===== config.mk =====
export PLATFORM = sky130hd
export DESIGN_NAME = waves_top
export DESIGN_NICKNAME = d
export VERILOG_FILES = /design/src/hw/waves_pkg.sv /design/src/hw/command_decoder.sv /design/src/hw/i2s_transmitter.sv /design/src/hw/noise_lfsr.sv /design/src/hw/pitch_table.sv /design/src/hw/tone_oscillator.sv /design/src/hw/uart_rx.sv /design/src/hw/waves_top.sv
export VERILOG_INCLUDE_DIRS = /design/src /design/src/hw
export SDC_FILE = /design/constraint.sdc
export NUM_CORES = 1
export LEC_CHECK = 0
export ABC_AREA = 1
export BUFFER_PORTS_ARGS = -buffer_cell sky130_fd_sc_hd__buf_2
export CORE_MARGIN = 4
export CORE_UTILIZATION = 60
export DETAILED_ROUTE_END_ITERATION = 8
export GPL_ROUTABILITY_DRIVEN = 0
export GPL_TIMING_DRIVEN = 0
export PLACE_DENSITY = 0.76
export SETUP_SLACK_MARGIN = 0.1
export SYNTH_ARGS = -nofsm -noshare
export SYNTH_HDL_FRONTEND = slang
export SYNTH_SLANG_ARGS = --single-unit

===== constraint.sdc =====
create_clock -name clk -period 3.3 [get_ports clk]
set_clock_uncertainty 0.15 [all_clocks]
set_input_delay 0.165 -clock clk [delete_from_list [all_inputs] [get_ports clk]]
set_output_delay 0.165 -clock clk [all_outputs]
set_load 0.02 [all_outputs]

===== src/hw/waves_consts.svh =====
`ifndef WAVES_CONSTS_SVH
`define WAVES_CONSTS_SVH

`define UART_CLKS_PER_BIT 16    // clk cycles per UART bit

`define SAMPLE_W 8
`define PHASE_W 16
`define NOTE_W 6
`define NUM_NOTES 60            // 5 octaves of 12 semitones

`define CMD_NOISE_ON 8'h4E      // 'N'
`define CMD_NOISE_OFF 8'h46     // 'F'
`define CMD_TRI 8'h54           // 'T'
`define CMD_SAW 8'h53           // 'S'
`define CMD_SQR 8'h51           // 'Q'

// Phase increments of the lowest octave, C up to B
`define NOTE_INC_0 16'd17
`define NOTE_INC_1 16'd18
`define NOTE_INC_2 16'd19
`define NOTE_INC_3 16'd20
`define NOTE_INC_4 16'd21
`define NOTE_INC_5 16'd23
`define NOTE_INC_6 16'd24
`define NOTE_INC_7 16'd25
`define NOTE_INC_8 16'd27
`define NOTE_INC_9 16'd29
`define NOTE_INC_10 16'd30
`define NOTE_INC_11 16'd32

`define LFSR_SEED 16'hACE1

`endif


===== src/hw/waves_pkg.sv =====
`include "waves_consts.svh"

package waves_pkg;

    typedef logic [`SAMPLE_W-1:0] sample_t;
    typedef logic [`PHASE_W-1:0] phase_t;
    typedef logic [`NOTE_W-1:0] note_t;

    // Waveform selected by the command letters
    typedef enum logic [1:0] {
        wave_off,
        wave_tri,
        wave_saw,
        wave_sqr
    } wave_e;

    // Class of a received byte
    typedef enum logic [2:0] {
        cmd_noise_on,
        cmd_noise_off,
        cmd_tri,
        cmd_saw,
        cmd_sqr,
        cmd_note       // Any byte that is not a command letter
    } cmd_e;

endpackage


===== src/hw/command_decoder.sv =====
`include "waves_consts.svh"

module command_decoder (
    input  logic             clk,
    input  logic             rst_n,
    input  byte              rx_byte,
    input  logic             rx_valid,
    output waves_pkg::wave_e wave_sel,
    output logic             noise_en,
    output waves_pkg::note_t note
);

    import waves_pkg::*;

    cmd_e cmd_class;

    // Letters take priority over the note interpretation
    always_comb begin
        case (rx_byte)
            `CMD_NOISE_ON:  cmd_class = cmd_noise_on;
            `CMD_NOISE_OFF: cmd_class = cmd_noise_off;
            `CMD_TRI:       cmd_class = cmd_tri;
            `CMD_SAW:       cmd_class = cmd_saw;
            `CMD_SQR:       cmd_class = cmd_sqr;
            default:        cmd_class = cmd_note;
        endcase
    end

    always_ff @(posedge clk or negedge rst_n) begin
        if (!rst_n) begin
            wave_sel <= wave_off;
            noise_en <= 1'b0;
            note     <= '0;
        end else if (rx_valid) begin
            unique case (cmd_class)
                cmd_noise_on:  noise_en <= 1'b1;
                cmd_noise_off: noise_en <= 1'b0;
                cmd_tri:       wave_sel <= wave_tri;
                cmd_saw:       wave_sel <= wave_saw;
                cmd_sqr:       wave_sel <= wave_sqr;
                cmd_note: begin
                    if (rx_byte[`NOTE_W-1:0] < `NUM_NOTES) begin   // 60..63 ignored
                        note <= rx_byte[`NOTE_W-1:0];
                    end
                end
            endcase
        end
    end

endmodule


===== src/hw/i2s_transmitter.sv =====
`include "waves_consts.svh"

module i2s_transmitter (
    input  logic               clk,
    input  logic               rst_n,
    input  waves_pkg::sample_t sample,
    output logic               sck,
    output logic               ws,
    output logic               sd,
    output logic               frame_start
);

    localparam int WORD_W = 2 * `SAMPLE_W;

    logic [5:0]        frame_cnt;   // 64 clk per stereo frame
    logic [WORD_W-1:0] word_sr;

    always_ff @(posedge clk or negedge rst_n) begin
        if (!rst_n) begin
            frame_cnt   <= '0;
            frame_start <= 1'b0;
            word_sr     <= '0;
            sd          <= 1'b0;
        end else begin
            frame_cnt   <= frame_cnt + 1'b1;
            frame_start <= (frame_cnt == 6'd63);   // High where ws has fallen
            if (frame_start) begin
                word_sr <= {sample, sample};
            end else if (frame_cnt[0]) begin
                // Next bit goes out on the falling sck edge
                sd      <= word_sr[WORD_W-1];
                word_sr <= {word_sr[WORD_W-2:0], word_sr[WORD_W-1]};
            end
        end
    end

    // Rotation leaves the word intact for the right channel
    assign sck = frame_cnt[0];
    assign ws  = frame_cnt[5];   // Low for left word

    a_frame_on_ws_fall: assert property (@(posedge clk) disable iff (!rst_n)
        frame_start |-> (!ws && $past(ws)));

endmodule


===== src/hw/noise_lfsr.sv =====
`include "waves_consts.svh"

module noise_lfsr (
    input  logic               clk,
    input  logic               rst_n,
    input  logic               frame_start,
    output waves_pkg::sample_t noise_byte
);

    logic [15:0] lfsr;
    logic        feedback;

    // x^16 + x^14 + x^13 + x^11 + 1
    assign feedback = lfsr[15] ^ lfsr[13] ^ lfsr[12] ^ lfsr[10];

    always_ff @(posedge clk or negedge rst_n) begin
        if (!rst_n) begin
            lfsr <= `LFSR_SEED;
        end else if (frame_start) begin
            lfsr <= {lfsr[14:0], feedback};
        end
    end

    assign noise_byte = lfsr[15:8];

    a_lfsr_nonzero: assert property (@(posedge clk) disable iff (!rst_n)
        lfsr != '0);

endmodule


===== src/hw/pitch_table.sv =====
`include "waves_consts.svh"

module pitch_table (
    input  waves_pkg::note_t  note,
    output waves_pkg::phase_t phase_inc
);

    import waves_pkg::*;

    logic [3:0] semitone;
    logic [2:0] octave;
    phase_t     base_inc;

    assign semitone = 4'(note % 6'd12);
    assign octave   = 3'(note / 6'd12);

    // Lowest octave ROM
    always_comb begin
        case (semitone)
            4'd0:    base_inc = `NOTE_INC_0;
            4'd1:    base_inc = `NOTE_INC_1;
            4'd2:    base_inc = `NOTE_INC_2;
            4'd3:    base_inc = `NOTE_INC_3;
            4'd4:    base_inc = `NOTE_INC_4;
            4'd5:    base_inc = `NOTE_INC_5;
            4'd6:    base_inc = `NOTE_INC_6;
            4'd7:    base_inc = `NOTE_INC_7;
            4'd8:    base_inc = `NOTE_INC_8;
            4'd9:    base_inc = `NOTE_INC_9;
            4'd10:   base_inc = `NOTE_INC_10;
            4'd11:   base_inc = `NOTE_INC_11;
            default: base_inc = `NOTE_INC_0;   // Unreachable remainder
        endcase
    end

    assign phase_inc = base_inc << octave;   // Each octave doubles the rate

endmodule


===== src/hw/tone_oscillator.sv =====
`include "waves_consts.svh"

module tone_oscillator (
    input  logic               clk,
    input  logic               rst_n,
    input  logic               frame_start,
    input  waves_pkg::wave_e   wave_sel,
    input  logic               noise_en,
    input  waves_pkg::phase_t  phase_inc,
    input  waves_pkg::sample_t noise_byte,
    output waves_pkg::sample_t sample
);

    import waves_pkg::*;

    phase_t  phase;
    sample_t shaped;
    logic    step_d;       // Frame step seen one cycle ago
    logic    top_bit;

    assign top_bit = phase[`PHASE_W-1];

    always_comb begin
        if (noise_en) begin
            shaped = noise_byte;   // Noise wins over any waveform
        end else begin
            unique case (wave_sel)
                wave_off: shaped = '0;
                wave_saw: shaped = phase[`PHASE_W-1 -: `SAMPLE_W];
                wave_sqr: shaped = {`SAMPLE_W{top_bit}};
                wave_tri: begin
                    if (top_bit) begin
                        shaped = ~phase[`PHASE_W-2 -: `SAMPLE_W];   // Falling half
                    end else begin
                        shaped = phase[`PHASE_W-2 -: `SAMPLE_W];
                    end
                end
            endcase
        end
    end

    always_ff @(posedge clk or negedge rst_n) begin
        if (!rst_n) begin
            phase  <= '0;
            step_d <= 1'b0;
            sample <= '0;
        end else begin
            step_d <= frame_start;
            if (frame_start) begin
                phase <= phase + phase_inc;
            end
            if (step_d) begin
                sample <= shaped;   // Phase and LFSR have settled
            end
        end
    end

endmodule


===== src/hw/uart_rx.sv =====
`include "waves_consts.svh"

module uart_rx (
    input  logic clk,
    input  logic rst_n,
    input  logic rx,
    output byte  rx_byte,
    output logic rx_valid
);

    localparam int CNT_W = $clog2(`UART_CLKS_PER_BIT);
    localparam logic [CNT_W-1:0] HALF_BIT = CNT_W'(`UART_CLKS_PER_BIT / 2 - 1);
    localparam logic [CNT_W-1:0] FULL_BIT = CNT_W'(`UART_CLKS_PER_BIT - 1);

    typedef enum logic [1:0] {
        idle,
        start,
        data,
        stop
    } state_e;

    state_e           state;
    logic             rx_meta;
    logic             rx_sync;
    logic [CNT_W-1:0] clk_cnt;
    logic [2:0]       bit_idx;
    logic [7:0]       shift_reg;

    always_ff @(posedge clk or negedge rst_n) begin
        if (!rst_n) begin
            rx_meta  <= 1'b1;      // Line idles high
            rx_sync  <= 1'b1;
            state    <= idle;
            clk_cnt  <= '0;
            bit_idx  <= '0;
            rx_valid <= 1'b0;
        end else begin
            rx_meta  <= rx;
            rx_sync  <= rx_meta;
            rx_valid <= 1'b0;
            case (state)
                idle: begin
                    clk_cnt <= '0;
                    if (!rx_sync) begin
                        state <= start;
                    end
                end
                start: begin
                    if (clk_cnt == HALF_BIT) begin
                        clk_cnt <= '0;
                        bit_idx <= '0;
                        state   <= rx_sync ? idle : data;   // Glitch goes back to idle
                    end else begin
                        clk_cnt <= clk_cnt + 1'b1;
                    end
                end
                data: begin
                    if (clk_cnt == FULL_BIT) begin
                        clk_cnt <= '0;
                        bit_idx <= bit_idx + 1'b1;
                        if (bit_idx == 3'd7) begin
                            state <= stop;
                        end
                    end else begin
                        clk_cnt <= clk_cnt + 1'b1;
                    end
                end
                stop: begin
                    if (clk_cnt == FULL_BIT) begin
                        clk_cnt  <= '0;
                        rx_valid <= rx_sync;   // Framing error gives no strobe
                        state    <= idle;
                    end else begin
                        clk_cnt <= clk_cnt + 1'b1;
                    end
                end
                default: state <= idle;
            endcase
        end
    end

    always_ff @(posedge clk) begin
        if (state == data && clk_cnt == FULL_BIT) begin
            shift_reg <= {rx_sync, shift_reg[7:1]};   // LSB arrives first
        end
        if (state == stop && clk_cnt == FULL_BIT && rx_sync) begin
            rx_byte <= shift_reg;
        end
    end

    a_valid_single: assert property (@(posedge clk) disable iff (!rst_n)
        rx_valid |=> !rx_valid);

endmodule


===== src/hw/waves_top.sv =====
module waves_top (
    input  logic clk,
    input  logic rst_n,
    input  logic uart_rx_line,
    output logic sck,
    output logic ws,
    output logic sd
);

    import waves_pkg::*;

    byte     rx_byte;
    logic    rx_valid;
    wave_e   wave_sel;
    logic    noise_en;
    note_t   note;
    phase_t  phase_inc;
    logic    frame_start;
    sample_t noise_byte;
    sample_t sample;

    uart_rx i_uart_rx (
        .clk      (clk),
        .rst_n    (rst_n),
        .rx       (uart_rx_line),
        .rx_byte  (rx_byte),
        .rx_valid (rx_valid)
    );

    command_decoder i_command_decoder (
        .clk      (clk),
        .rst_n    (rst_n),
        .rx_byte  (rx_byte),
        .rx_valid (rx_valid),
        .wave_sel (wave_sel),
        .noise_en (noise_en),
        .note     (note)
    );

    pitch_table i_pitch_table (
        .note      (note),
        .phase_inc (phase_inc)
    );

    noise_lfsr i_noise_lfsr (
        .clk         (clk),
        .rst_n       (rst_n),
        .frame_start (frame_start),
        .noise_byte  (noise_byte)
    );

    tone_oscillator i_tone_oscillator (
        .clk         (clk),
        .rst_n       (rst_n),
        .frame_start (frame_start),
        .wave_sel    (wave_sel),
        .noise_en    (noise_en),
        .phase_inc   (phase_inc),
        .noise_byte  (noise_byte),
        .sample      (sample)
    );

    i2s_transmitter i_i2s_transmitter (
        .clk         (clk),
        .rst_n       (rst_n),
        .sample      (sample),
        .sck         (sck),
        .ws          (ws),
        .sd          (sd),
        .frame_start (frame_start)
    );

endmodule


-- After elaboration in Yosys (flattened, before gate mapping)
Memories as Yosys holds them, arrays and structs flattened.
Cells that the tools add are included.
- flip-flop bits (word level): 102
- memory bits (read-only): 96
- input port bits: 3
- word-level logic and storage cells: 98
- memories kept: 1
- $add $sub $neg: 4
- divide/modulo/power cells: 2
- order comparisons: 1
- equality and inequality tests: 25
- shifts and indexed selects: 1
- muxes and demuxes: 23
- bitwise operators: 5
- reduce and logical (&&, ||, !) cells: 17
- memory list (memory ; words ; width ; read ports ; clocked after Yosys merged registers in ; write ports ; line ; text):
    (name not given) ; 16 ; 6 ; 1 ; 0 ; 0 ; pitch_table.sv:19 ; case (semitone)
- operators by type and width (operator ; number):
    $eq A8 B7 Y1 const B ; 5
    $mux W16 ; 2
    $pmux W8 S4 ; 1
    $add A16 B16 Y16 ; 1
    $mux W8 ; 2
    $shl A16 B3 Y16 ; 1
    $pmux W3 S5 ; 1
    $mux W2 ; 6
    $pmux W4 S3 ; 1
    $eq A3 B3 Y1 const B ; 3
    $eq A2 B2 Y1 const B ; 4
    $mux W4 ; 2
    $ne A2 B1 Y1 const B ; 4
    $not A8 Y8 ; 1
    $pmux W2 S4 ; 1
    $add A6 B1 Y6 const B ; 1
    $div A6 B4 Y6 const B ; 1
    $eq A3 B2 Y1 const B ; 2
    $eq A6 B6 Y1 const B ; 1
    $lt A6 B6 Y1 const B ; 1
    $mod A6 B4 Y6 const B ; 1
    $mux W3 ; 2
    $pmux W2 S3 ; 1
    $pmux W3 S2 ; 1
    other kinds (20) ; 32

-- Longest topological paths before layout
- depth after elaboration: 5
- mapped depth: 27
- depth with buffers taken out: 27

-- Hierarchy
From an unflattened synthesis, not the netlist that was laid out.
- cell total of the unflattened synthesis: 791
- area total of the unflattened synthesis: 6054.6 um^2
- modules (own cells, without submodules) (module ; times used ; cells an instance ; area each (um^2)):
    tone_oscillator ; 1 ; 326 ; 2103.3
    uart_rx ; 1 ; 85 ; 1067.3
    i2s_transmitter ; 1 ; 105 ; 982.2
    noise_lfsr ; 1 ; 84 ; 774.5
    command_decoder ; 1 ; 83 ; 575.6
    pitch_table ; 1 ; 108 ; 551.8

-- Worst setup path before layout
OpenSTA, ideal clock, no wires.
- kind: register to register
- from: register i_command_decoder.note[4]
- to: register i_tone_oscillator.phase[14]
- setup time: 0.080 ns
- data arrival time: 2.783 ns
- required time: 3.070 ns
- path slack: 0.287 ns
- stages on the path, launching flop included: 27
- buffers on the path: 0
- clock period less this slack: 3.013 ns
- cells stage by stage: dfrtp_1 > inv_1 > nand2_1 > nand2_1 > nand2_2 > nand3_4 > nand2_4 > nand2_4 > nand2_4 > nand2_2 > nand3_2 > nand3_1 > nor2_1 > ha_1 > fa_1 > nand2_1 > nand2_1 > nand2_1 > nand2_1 > nand2_1 > nand2_1 > a21boi_1 > o21ai_0 > nand2_1 > nand2_1 > nand2_1 > xnor2_1
- word-level cells in the longest chain between the ends: 4
- elaborated cells on any way between the ends: 5
- those cells by class: 1 x add/sub; 2 x div; 1 x shift; 1 x memory
- RTL lines (element ; line ; text):
    start, declared ; command_decoder.sv:10 ; output waves_pkg::note_t note
    start signal, assigned ; command_decoder.sv:43 ; note <= rx_byte[`NOTE_W-1:0];
    $mod A6 B4 Y6 ; pitch_table.sv:14 ; assign semitone = 4'(note % 6'd12);
    $mem_v2 Z16 W6 ; -- ;
    $shl A16 B3 Y16 * ; pitch_table.sv:36 ; assign phase_inc = base_inc << octave;
    $add A16 B16 Y16 * ; tone_oscillator.sv:50 ; phase <= phase + phase_inc;
    end signal, assigned ; tone_oscillator.sv:50 ;
    end, declared ; tone_oscillator.sv:16 ; phase_t phase;
Mark *: on every way between the ends. The rest lies on a longest branch, timed or not.
A chain may end at the register's enable or synchronous reset.

-- Final worst setup path
- from: register i_command_decoder.note[5]
- to: register i_tone_oscillator.phase[13]
The elaborated chain is that of the path after synthesis.

==> results.md <==
* Final Max Slew Viols at 0
* Tot GR Track Use at a little over a fifth
* Max cap viols at 0
* Synth top area share at between 30% and 40%
* Clock tree sinks at about 100
* Detailed Route Iter0 Violations at around 230
* Cell Pwr Density at around 370 nW/um^2
* Ys async rst share at 84.3%
* I/O pin count at 6
* Layout cell share with drive strength beyond 1 at 19.2%
* Post-DP HPWL at around 7500 um
* ANT cells at 0
* Starting Density at between 60% and 70%
* Worst setup path end: i_tone_oscillator.phase[13]
* Multi-input gate area at approximately 2700 um^2
* Worst-path cell chain: buf_6 -> nand3_2 -> nand2_2 -> inv_4 -> o21ai_4 -> nand2_4 -> buf_12 -> nand3_2 -> nand3_2 -> a21oi_2 -> ha_1 -> nand3_1 -> nand3_2 -> nand2_1 -> nand2_1 -> a21oi_2 -> o21ai_2 -> nand2_1 -> xor2_1 -> inv_1
* Cell Rows at 34
* Area leader, netlist: dfrtp_1
* Nets at between 600 and 700
* CTS buffer count at 9
* Die Height at approximately 100 um
* Initial antenna violation count at 0
* Total Wirelength at between 10000 and 15000 um
* Crit Path Max Fanout at 5
* Main flop type after synthesis: dfrtp_1
* Largest registers: i_i2s_transmitter.word_sr (16), i_noise_lfsr.lfsr (16), i_tone_oscillator.phase (16)
* Most used cell, CP: nand3_2
* Count of cell types in the netlist at 41
* FMAX at 0.312 GHz
* CTS Buffer Depth at 2
* Core area at about 8700 um^2
* Worst min path class: primary input to asynchronous set/reset pin
* Tcrit/Tclk final at 97.2%
* DRC at 0
* CP top delay family: simple AND/OR/NAND/NOR gates
* Worst hold slack at between 150 and 200 ps
* Setup crit start kind: flip-flop
* Layout area overhead at 16.7%
* Buf/Inv on CP at 4
* H-tree depth at 3
* Commonest non-fill, non-tap cell in the layout: nand2_1
* Largest net degree at the start of global routing at 49
* Crit path from: i_command_decoder.note[5]
* Total grt overflow at 0
* Sum of negative setup slack at 0 ps
* Die W at 102 um
* CP max stage delay at 450 ps
* Fillers at 627
* Flop-to-flop setup slack at about 91 ps
* Worst Tran Pin Value at about 960 ps
* RR Startpoint: i_command_decoder.note[5]
* Worst relative slew slack at between 30% and 40%
* Clock root buffer: clkbuf_8
* Post-Syn Area per Cell at 8.96 um^2
* Max IR drop VDD at 0.285 mV
* Most frequent cells in the layout: 141 x nand2_1, 75 x dfrtp_1, 64 x inv_1, 41 x o21ai_0, 26 x nand3_1
* Top cells by area, synth: dfrtp_1 36%, nand2_1 11%, edfxtp_1 9.0%, ha_1 6.3%, dfstp_2 4.9%
* Worst path depth at 20
* Synth Cell Area at between 5000 and 6000 um^2
* Critical path data required time at 3410 ps
* TritonCTS clock tree: done
* Routed length per placed instance at 14.9 um
* Finish-stage setup viols at 0
* Placed Cells at 710
* Initial DRT Pass Iterations at 5
* Final hold vios at 0
* RSZ-0062 raised after global routing: true
* Clock transition at the registers of the reported paths at ~100 ps
* Synth Register Bits at approximately 100
* First-pass GRT wire length at ~18000 um
* Synth Instances at roughly 600
* Layout Cells excl Fill at 750
* Reg-to-reg endpoint: i_tone_oscillator.phase[13]
* Vias in the first global route at between 4000 and 5000
* Power Total at about 2.3 mW
* Clock period minus worst slack at between 3000 and 4000 ps
* Reg2reg path depth at 20
* Pleak at about 2.8 nW
* Endpoint class of the critical path: flip-flop
* Sequential share of the synthesized area at about half
* Via count at ~4200
* Crit path max-delay cell type: dfrtp_2
* Avg Vias per Cell at between 5 and 6
* Post-route ant nets at 0
* Synth warn at 0
* Finished layout cell area at roughly 6200 um^2
* Die area at roughly 10000 um^2
* Worst-Skew Late Latency at between 300 and 400 ps
* Port Buffer Count at 5
* Number of synthesized flops with an enable pin at 16
* Register area at around 2600 um^2
* Status: finished clean
* Crit Path Class: flip-flop to flip-flop
* Placed inst area at between 5000 and 6000 um^2
* Crit path DAT at between 3000 and 4000 ps
-- metal layers --
layer	up-vias	track usage (%)	routed length (um)
met5	-	0	0
met4	0	5.55	108
met3	14	4.30	319
met2	72	39.1	5740
met1	2013	27.4	4990
li1	2052	-	-
-- repair_timing --
item	4_1_cts	5_1_grt
endpoints found under the setup margin	8	11
cloned	0	0
hold buffers	2	0
gates resized for setup	35	41
endpoints found under the hold margin	39	0
setup buffers	16	6
pin swaps	16	20
-- Yosys cell counts (2+ instances only) --
| library cell | instances |
|---|---|
| a21oi_1 | 14 |
| a31oi_1 | 8 |
| clkbuf_1 | 13 |
| dfrtp_1 | 76 |
| dfstp_2 | 10 |
| edfxtp_1 | 16 |
| ha_1 | 27 |
| inv_1 | 67 |
| inv_2 | 3 |
| nand2_1 | 152 |
| nand2_2 | 4 |
| nand2_4 | 4 |
| nand3_1 | 34 |
| nand3_2 | 7 |
| nand4_1 | 4 |
| nor2_1 | 25 |
| nor3_1 | 8 |
| nor4_1 | 2 |
| o211ai_1 | 8 |
| o21ai_0 | 48 |
| o21ai_1 | 5 |
| o221ai_1 | 9 |
| o22a_1 | 7 |
| xnor2_1 | 10 |
| xor2_1 | 17 |
-- worst min-delay path by stage --
| stage | from | end | cells after the start |
|---|---|---|---|
| after floorplan | rst_n | asynchronous set/reset pin | 0 |
| after global placement | uart_rx_line | i_uart_rx.rx_meta | 1 |
| after detailed placement | rst_n | i_tone_oscillator.phase[1] | 1 |
| after CTS | rst_n | i_tone_oscillator.phase[1] | 2 |
| after global routing | rst_n | i_tone_oscillator.phase[1] | 2 |
| final | rst_n | i_tone_oscillator.phase[1] | 2 |
-- report_power, final --
part           internal [mW]  switching (mW)
Combinational         0.0769           0.146
Sequential              1.30          0.0210
Clock                  0.305           0.436
-- kinds of logic after synthesis --
logic type	after synthesis	synth area share [%]
AOI/OAI and AO/OA	106	12.1
DFF	102	49.7
other	1	0.0705
xor gates and xnor gates	27	4.44
buffers and inverters	84	5.95
and+or+nand+nor	246	21.0
adders and majority gates	28	6.73
-- layout make-up --
class | count | area share, %
tap | 108 | 2.18
clock buffer | 11 | 2.28
inverter | 70 | 4.39
timing repair buffer | 30 | 4.25
multi-input combinational | 410 | 42.7
sequential | 102 | 42.6
clock inverter | 5 | 0.665
buffer | 14 | 0.887
-- metrics by stage --
stage | setup slack, ps | utilization, %
floorplan | 287 | -
finish | 91.3 | 71.5
global route | -108 | 71.5
CTS | 82.7 | 68.8
detailed placement | -209 | 63.6
global placement | -45.1 | 63.2
Note: power is estimated with default switching activity, not from simulation.
